===== src/hw/snd_cfg_pkg.sv =====
// Configuration register map and control types
// Control fields and host write port

`default_nettype none

package snd_cfg_pkg;

    localparam int CFG_ADDR_W = 2;

    typedef logic [CFG_ADDR_W-1:0] cfg_addr_t;
    typedef logic [7:0]            cfg_data_t;

    // Only register in the map
    localparam cfg_addr_t REG_CTRL = 2'd0;

    // signed_in lands on data bit 0, mute_r on bit 3
    typedef struct packed {
        logic mute_r;
        logic mute_l;
        logic stereo;
        logic signed_in;
    } snd_ctrl_t;

    typedef struct packed {
        logic      we;
        cfg_addr_t addr;
        cfg_data_t data;
    } cfg_wr_t;

endpackage

`default_nettype wire


===== src/hw/snd_fmt_pkg.sv =====
// Sample formats for the sound output path
// PCM sample, stereo pair and padded modulator word

`default_nettype none

package snd_fmt_pkg;

    // Raw PCM sample with signedness set by configuration
    typedef logic [15:0] pcm_sample_t;

    // Stereo pair as delivered by the sound generator
    typedef struct packed {
        pcm_sample_t left;
        pcm_sample_t right;
    } pcm_pair_t;

    // Modulator word width
    localparam int PAD_W = 20;

    // Offset binary word: headroom bit, sample, three low zeros
    typedef logic [PAD_W-1:0] dac_word_t;

endpackage

`default_nettype wire


===== src/hw/dac_cen_gen.sv =====
// Clock enable for the sigma-delta modulators
// One-hot ring, one pulse every CEN_DIV cycles

`timescale 1ns/1ps
`default_nettype none

module dac_cen_gen #(
    parameter int CEN_DIV = 4
) (
    input  wire  clk_dac,
    input  wire  rst,
    output logic cen_o
);

    // Token starts on the top bit so the first pulse is delayed
    localparam logic [CEN_DIV-1:0] RING_RST = {1'b1, {(CEN_DIV-1){1'b0}}};

    logic [CEN_DIV-1:0] ring;

    always_ff @(posedge clk_dac, posedge rst) begin
        if (rst) begin
            ring <= RING_RST;
        end else begin
            // Rotate towards the MSB, wrap into bit 0
            ring <= {ring[CEN_DIV-2:0], ring[CEN_DIV-1]};
        end
    end

    assign cen_o = ring[0];

endmodule

`default_nettype wire


===== src/hw/pcm_condition.sv =====
// Sample conditioning ahead of the modulators
// Capture on enable, mute, sign flip, padding and mono copy

`timescale 1ns/1ps
`default_nettype none

module pcm_condition (
    input  wire                    clk_dac,
    input  wire                    rst,
    input  wire                    cen_i,
    input  snd_fmt_pkg::pcm_pair_t snd_i,
    input  snd_cfg_pkg::snd_ctrl_t ctrl_i,
    output snd_fmt_pkg::dac_word_t word_l_o,
    output snd_fmt_pkg::dac_word_t word_r_o
);

    // Mute, offset binary conversion and padding of one sample
    function automatic snd_fmt_pkg::dac_word_t pad_sample(
        input snd_fmt_pkg::pcm_sample_t snd,
        input logic                     mute,
        input logic                     signed_in
    );
        snd_fmt_pkg::pcm_sample_t u;
        begin
            u = mute ? '0 : {snd[15] ^ signed_in, snd[14:0]};
            // Zero headroom bit halves full scale
            pad_sample = {1'b0, u, 3'd0};
        end
    endfunction

    snd_fmt_pkg::dac_word_t cond_l;
    snd_fmt_pkg::dac_word_t cond_r;

    assign cond_l = pad_sample(snd_i.left, ctrl_i.mute_l, ctrl_i.signed_in);
    assign cond_r = pad_sample(snd_i.right, ctrl_i.mute_r, ctrl_i.signed_in);

    always_ff @(posedge clk_dac, posedge rst) begin
        if (rst) begin
            word_l_o <= '0;
            word_r_o <= '0;
        end else if (cen_i) begin
            word_l_o <= cond_l;
            // Right channel follows the left word in mono
            word_r_o <= ctrl_i.stereo ? cond_r : cond_l;
        end
    end

endmodule

`default_nettype wire


===== src/hw/sd_dac_chan.sv =====
// First-order sigma-delta modulator, one channel
// Accumulator carry is the 1-bit output

`timescale 1ns/1ps
`default_nettype none

module sd_dac_chan (
    input  wire                    clk_dac,
    input  wire                    rst,
    input  wire                    cen_i,
    input  snd_fmt_pkg::dac_word_t word_i,
    output logic                   bit_o
);

    localparam int W = snd_fmt_pkg::PAD_W;

    // Residue of previous updates, fed back on each enable
    logic [W-1:0] acc;
    logic [W:0]   sum;

    // Extra bit on top catches the carry
    assign sum = {1'b0, acc} + {1'b0, word_i};

    always_ff @(posedge clk_dac, posedge rst) begin
        if (rst) begin
            acc   <= '0;
            bit_o <= 1'b0;
        end else if (cen_i) begin
            acc   <= sum[W-1:0];
            bit_o <= sum[W];
        end
    end

    // Average density of bit_o is word_i / 2**W since the error stays in acc

endmodule

`default_nettype wire


===== src/hw/snd_cfg_regs.sv =====
// Sound configuration registers
// Control register write decode, readback and reset defaults

`timescale 1ns/1ps
`default_nettype none

module snd_cfg_regs #(
    parameter bit SIGNED_RST = 1'b0
) (
    input  wire                    clk_dac,
    input  wire                    rst,
    input  snd_cfg_pkg::cfg_wr_t   cfg_wr_i,
    output snd_cfg_pkg::cfg_data_t cfg_rdata_o,
    output snd_cfg_pkg::snd_ctrl_t ctrl_o
);

    // Mono with both channels audible
    localparam snd_cfg_pkg::snd_ctrl_t CTRL_RST = '{
        mute_r:    1'b0,
        mute_l:    1'b0,
        stereo:    1'b0,
        signed_in: SIGNED_RST
    };

    logic ctrl_hit;

    assign ctrl_hit = cfg_wr_i.addr == snd_cfg_pkg::REG_CTRL;

    always_ff @(posedge clk_dac, posedge rst) begin
        if (rst) begin
            ctrl_o <= CTRL_RST;
        end else if (cfg_wr_i.we && ctrl_hit) begin
            ctrl_o <= snd_cfg_pkg::snd_ctrl_t'(cfg_wr_i.data[3:0]);
        end
    end

    // Readback follows the address on the write port
    always_comb begin
        if (ctrl_hit) begin
            cfg_rdata_o = {4'd0, ctrl_o};
        end else begin
            // Unused addresses read as zero
            cfg_rdata_o = '0;
        end
    end

endmodule

`default_nettype wire


===== src/hw/snd_dac_top.sv =====
// Stereo 1-bit sound output block
// Registers, enable generator, conditioning and two modulators

`timescale 1ns/1ps
`default_nettype none

module snd_dac_top #(
    parameter int CEN_DIV    = 4,
    parameter bit SIGNED_RST = 1'b0
) (
    input  wire                    clk_dac,
    input  wire                    rst,
    input  snd_cfg_pkg::cfg_wr_t   cfg_wr_i,
    output snd_cfg_pkg::cfg_data_t cfg_rdata_o,
    input  snd_fmt_pkg::pcm_pair_t snd_i,
    output logic                   snd_pwm_left_o,
    output logic                   snd_pwm_right_o
);

    snd_cfg_pkg::snd_ctrl_t ctrl;
    logic                   cen;
    snd_fmt_pkg::dac_word_t word_l;
    snd_fmt_pkg::dac_word_t word_r;

    snd_cfg_regs #(
        .SIGNED_RST ( SIGNED_RST )
    ) u_cfg_regs (
        .clk_dac     ( clk_dac     ),
        .rst         ( rst         ),
        .cfg_wr_i    ( cfg_wr_i    ),
        .cfg_rdata_o ( cfg_rdata_o ),
        .ctrl_o      ( ctrl        )
    );

    dac_cen_gen #(
        .CEN_DIV ( CEN_DIV )
    ) u_cen_gen (
        .clk_dac ( clk_dac ),
        .rst     ( rst     ),
        .cen_o   ( cen     )
    );

    pcm_condition u_condition (
        .clk_dac  ( clk_dac ),
        .rst      ( rst     ),
        .cen_i    ( cen     ),
        .snd_i    ( snd_i   ),
        .ctrl_i   ( ctrl    ),
        .word_l_o ( word_l  ),
        .word_r_o ( word_r  )
    );

    // Right word already carries the mono copy
    sd_dac_chan u_chan_l (
        .clk_dac ( clk_dac        ),
        .rst     ( rst            ),
        .cen_i   ( cen            ),
        .word_i  ( word_l         ),
        .bit_o   ( snd_pwm_left_o )
    );

    sd_dac_chan u_chan_r (
        .clk_dac ( clk_dac         ),
        .rst     ( rst             ),
        .cen_i   ( cen             ),
        .word_i  ( word_r          ),
        .bit_o   ( snd_pwm_right_o )
    );

endmodule

`default_nettype wire


===== config.mk =====
export PLATFORM = sky130hd
export DESIGN_NAME = snd_dac_top
export DESIGN_NICKNAME = d
export VERILOG_FILES = /design/src/hw/snd_cfg_pkg.sv /design/src/hw/snd_fmt_pkg.sv /design/src/hw/dac_cen_gen.sv /design/src/hw/pcm_condition.sv /design/src/hw/sd_dac_chan.sv /design/src/hw/snd_cfg_regs.sv /design/src/hw/snd_dac_top.sv
export SDC_FILE = /design/constraint.sdc
export NUM_CORES = 1
export LEC_CHECK = 0
export BUFFER_PORTS_ARGS = -buffer_cell sky130_fd_sc_hd__buf_4
export CAP_MARGIN = 20
export CELL_PAD_IN_SITES_DETAIL_PLACEMENT = 0
export CELL_PAD_IN_SITES_GLOBAL_PLACEMENT = 1
export CORE_ASPECT_RATIO = 0.7
export CORE_MARGIN = 2
export CORE_UTILIZATION = 40
export DETAILED_ROUTE_END_ITERATION = 12
export GPL_TIMING_DRIVEN = 0
export PLACE_DENSITY = 0.81
export REMOVE_ABC_BUFFERS = 1
export SKIP_CTS_REPAIR_TIMING = 1
export SLEW_MARGIN = 20
export SYNTH_ARGS = -nofsm -noshare
export SYNTH_HDL_FRONTEND = slang
export SYNTH_SLANG_ARGS = --single-unit
export TNS_END_PERCENT = 5

===== constraint.sdc =====
create_clock -name clk_dac -period 5.06 [get_ports clk_dac]
set_input_delay 0.759 -clock clk_dac [delete_from_list [all_inputs] [get_ports clk_dac]]
set_output_delay 0.759 -clock clk_dac [all_outputs]
set_load 0.02 [all_outputs]

# Yosys cells after proc, flatten, opt, wreduce, memory -nomap -nowiden
# Cells that the tools add are included.
[word_totals] out_inout_bits=10 mem_bits_ro=0 mem_count=0 latchBits=0 mem_bits_rw=0 word_cells=21 register_bits=86
[classes] reduce_logical=2 n_bitwise=2 n_shift=0 n_mux=4 n_lt_le_gt_ge=0 div=0 add_sub_neg=2 n_mul=0 eq_ne=0
[ops] op="2-to-1 mux 16 bit" n=2
[ops] op="adder 20 x 19 -> 21 bit" n=1
[ops] op="adder 20 x 20 -> 21 bit" n=1
[ops] op="2-to-1 mux 19 bit" n=1
[ops] op="2-to-1 mux 4 bit" n=1
[ops] op="zero test 2 bit" n=1
[ops] op="XOR 1 bit" n=2
[ops] op="logical AND 1 bit" n=1

# Logic depth before layout (Yosys ltp)
[depth] word_depth=3 mapped_depth=8 mapped_depth_nobuf=8

# Hierarchy
# Synthesis repeated with hierarchy kept, for this count alone.
[hier_totals] cells_unflattened=547 area_unflattened_um2=5328.9
[by_module_without_submodules] mod="sd_dac_chan at u_chan_l" instances=1 cells_each=186 area_per_inst_um2=1771.7
[by_module_without_submodules] mod="sd_dac_chan at u_chan_r" instances=1 cells_each=183 area_per_inst_um2=1744.2
[by_module_without_submodules] mod="pcm_condition" instances=1 cells_each=153 area_per_inst_um2=1477.7
[by_module_without_submodules] mod="snd_cfg_regs" instances=1 cells_each=20 area_per_inst_um2=230.2
[by_module_without_submodules] mod="dac_cen_gen" instances=1 cells_each=5 area_per_inst_um2=105.1

# Worst setup path before layout
# Ideal clock, no wire load.
[synth_timing] path_type="register -> register" startpoint="register u_chan_r.acc[3]" endpoint="register u_chan_r.acc[19]" setup_ns=0.126 path_slack_ns=2.943 path_buffers=0 path_stages_with_launch=9 t_arrival_ns=1.991 period_less_slack_ns=2.117 cell_sequence="dfrtp_1 > ha_1 > inv_1 > fa_1 > and2b_4 > o2111ai_2 > a2111oi_2 > nor4_2 > xnor2_1"
[synth_between] elab_chain_cells=1
[synth_lines] item="start, declared" line_no="sd_dac_chan.sv:18" rtl="logic [W-1:0] acc;"
[synth_lines] item="start signal, assigned" line_no="sd_dac_chan.sv:29" rtl="acc <= sum[W-1:0];"
[synth_lines] item="adder 20 x 20 -> 21 bit" line_no="sd_dac_chan.sv:22" rtl="assign sum = {1'b0, acc} + {1'b0, word_i};"
# Every way passes these cells.
# A chain may end at the register's enable or synchronous reset.

==> impl_results.md <==
- Crit end category: flip-flop
- Buffers & Inverters on Critical Path: 2
- Unrepaired setup endpoints after global routing: no
- Final period util: 58.7%
- Commonest non-fill, non-tap cells in the layout: dfrtp_1 (74), nand2_1 (52), buf_4 (46)
- Die area: approximately 13,000 um^2
- Largest net degree at the start of global routing: between 50 and 60
- Min-Delay Startpoint: u_cen_gen.ring[1]
- Reg-to-reg critical path endpoint: u_condition.word_r_o[4]
- First-pass GRT wire length: about 19 mm
- CP Cell Sequence: buf_16, inv_2, nor2_1, nand2_1, o221ai_1
- Synthesized area: 4720 um^2
- Final setup vio count: 0
- Post-route cell area: 5540 um^2
- Metal3 WL: around 670 um
- Post-DP HPWL: approximately 8.2 mm
- Cts bufs inserted: 9
- Highest routed layer: met4
- Fraction of layout cells with a size suffix above 1: between 15 and 20%
- Core Footprint: between 10,000 and 15,000 um^2
- Hold_ws: 0.348 ns
- Routability-driven placement congestion ratio: a little under 0.9
- Post-Synthesis Cells: between 400 and 500
- Seq cells post-synth: between 70 and 80
- Clk_lat worst skew: 0.34 ns
- Final Max Slew Viols: 0
- Syn_area_per_cell: roughly 9.6 um^2
- Worst slack, placed: ~2.1 ns
- Diodes inserted: 0
- Die Y: 94.9 um
- Min-Delay Endpoint: u_cen_gen.ring[2]
- Run status: complete, no violations
- Min Clock Period, post-route: 2.97 ns
- Startpoint Class: flip-flop
- GRT Util Overall: between 15 and 20%
- Vias per cell: ~5.6
- Clock buffer depth: 2
- Crit Path Category: flip-flop to flip-flop
- Final WS setup: 2.09 ns
- Routed met1 length: approximately 6.0 mm
- Final Hold Vio Count: 0
- Fill cell count: 1,093
- Starting DRT DRC Count: 217
- Largest family of logic cells by synthesized area: compound AO/OA/AOI/OAI gates
- Pwr dens: about 260 nW/um^2
- CTS tree: yes
- Initial antenna violation count: 0
- YS warnings: 0
- Drt wl/cell: ~16 um
- Power consumption: between 1 and 1.5 mW
- R2r worst-path depth: 5
- Via count: between 3,000 and 4,000
- CTS Root Buffer Type: clkbuf_16
- VDD IR max: approximately 0.15 mV
- Relative slew slack: between 30% and 40%
- CTS H-Tree Depth: 3
- XOR/XNOR share of the synthesized area: between 3 and 4%
- DR pass1 iterations: 4
- Rows: 33
- Area delta synth->final: 17.5%
- Sw frac: roughly a fifth
- CTS Sinks: between 70 and 80
- Adder-Cell Fraction of Synth Area: roughly a tenth
- Gate power share: between 4 and 5%
- Worst Path Max Fanout: 56
- Most common flop cell mapped by yosys: dfrtp_1
- Nets: approximately 610
- Die W: 134 um
- Static leakage: around 2.6 nW
- Initial Utilization: 40.7%
- Critical path required time: 5.31 ns
- Commonest non-fill, non-tap cell in the layout: dfrtp_1
- Max Cap Violations: 0
- Clock share of power: 51.9%
- Overflow after GRT: 0
- Critical Path Max Stage Delay: between 0.9 and 1 ns
- Crit path DAT: approximately 3.2 ns
- Pint: between 1 and 1.5 mW
- IO Pins: between 50 and 60
- Clk slew on worst S/H paths: about 0.06 ns
- Least-Margin Pin Slew: approximately 1.0 ns
- Placed Instance Area: 5190 um^2
- Antenna Nets Post-Route: 0
- Mux share of post-synthesis cell area: around 5.4%
- Post-synth EDFFs: 0
- Vias in the first global route: about 3,700
- Worst R2R Start: u_cen_gen.ring[0]
- Sequential area share after synthesis: between 40% and 50%
- WHS Path Cells: 0
- Clock Skews: between 0.006 and 0.007 ns
- TNS Setup: 0 ns
- Flop-to-flop setup slack: between 2 and 2.5 ns
- Simple-Gate Fraction of Synth Area: between 10% and 20%
- Post-synthesis compound-gate area fraction: 23.3%
- DR WL met2: between 4 and 5 mm
- Synth unique cells: 58
- Top Family by Delay on Critical Path: simple AND/OR/NAND/NOR gates
- Fmax: 337 MHz
- Sequential share of power: between 40% and 50%
- FFs w/ async S/R, synth: 100%
- Hold WC Path Type: flip-flop to flip-flop
- Psw: just over 0.3 mW
- Remaining DRCs: 0
- PortBufs: 46
- Slowest-stage cell, CP: nor2_1
- Final WL: between 10 and 15 mm
final cells by class:
type                            instances  area, um^2  share of cell area, %
Timing Repair Buffer                   48         400                   7.22
Inverter                               30         115                   2.08
Clock inverter                          6         111                   2.01
Tap cell                              157         196                   3.54
Clock buffer                           10         239                   4.31
Multi-Input combinational cell        361        2580                   46.5
Sequential cell                        76        1900                   34.3
sequential cells by signal (all words and copies together), names as in the netlist:
signal	count
u_chan_l.bit_o	1
u_chan_r.bit_o	1
u_condition.word_r_o	16
u_cfg_regs.ctrl_o	4
u_condition.word_l_o	16
u_chan_l.acc	17
u_chan_r.acc	17
u_cen_gen.ring	4
metal layers:
layer / vias to the layer above / GRT usage [%]
met5: - / 0
met4: 0 / 3.99
met3: 11 / 5.42
met2: 80 / 27.9
met1: 1884 / 28.6
li1: 1874 / -
cell families (layout without fill, tap and decap cells):
logic type	after synthesis	in the layout
xor gates and xnor gates	17	17
other	1	4
muxes	23	23
buffers and inverters	58	94
and+or+nand+nor	123	123
DFF	76	76
AOI/OAI and AO/OA	160	160
adders and majority gates	34	34
synth_stat cells (9+ instances only):
cell type  count  area (um^2)
a21oi_1       33          165
a22oi_1       15          113
buf_2         13         65.1
clkbuf_1      11         41.3
dfrtp_1       75         1880
ha_1          32          400
inv_1         29          109
mux2_2        19          214
nand2_1       52          195
nand4_1       13         81.3
nor2_1        12         45.0
o211ai_1      11         82.6
o21ai_0       30          150
o21ai_1       11         55.1
or3_1          9         56.3
xnor2_1       12          105
stage by stage:
stage / util (%) / instances
final: 47.8 / 688
after global routing: 47.8 / 688
after CTS: 47.8 / 688
after detailed placement: 44.8 / 672
after global placement: 44.3 / 670
after floorplan: - / 467
how the worst max path moves through the flow:
stage / startpoint / end / slack [ns] / cells past startpoint
6_report: u_cen_gen.ring[0] / u_condition.word_r_o[4] / 2.09 / 5
3_3_place_gp: u_cen_gen.ring[0] / u_condition.word_r_o[4] / 0.63 / 4
2_1_floorplan: u_cen_gen.ring[0] / u_condition.word_r_o[4] / 2.26 / 4
4_1_cts: u_cen_gen.ring[0] / u_condition.word_r_o[4] / 2.05 / 5
5_1_grt: u_cen_gen.ring[0] / u_condition.word_r_o[8] / 1.86 / 5
3_5_place_dp: u_cen_gen.ring[0] / u_condition.word_r_o[4] / 2.07 / 5
power groups by stage:
stage	clock [mW]	sequential (mW)	combinational [mW]
after floorplan	0	0.634	0.0303
after global placement	0	0.639	0.0653
after detailed placement	0	0.640	0.0689
after CTS	0.770	0.628	0.0693
after global routing	0.793	0.631	0.0747
final	0.752	0.629	0.0677
No activity file was read; power rests on OpenSTA's default activity.
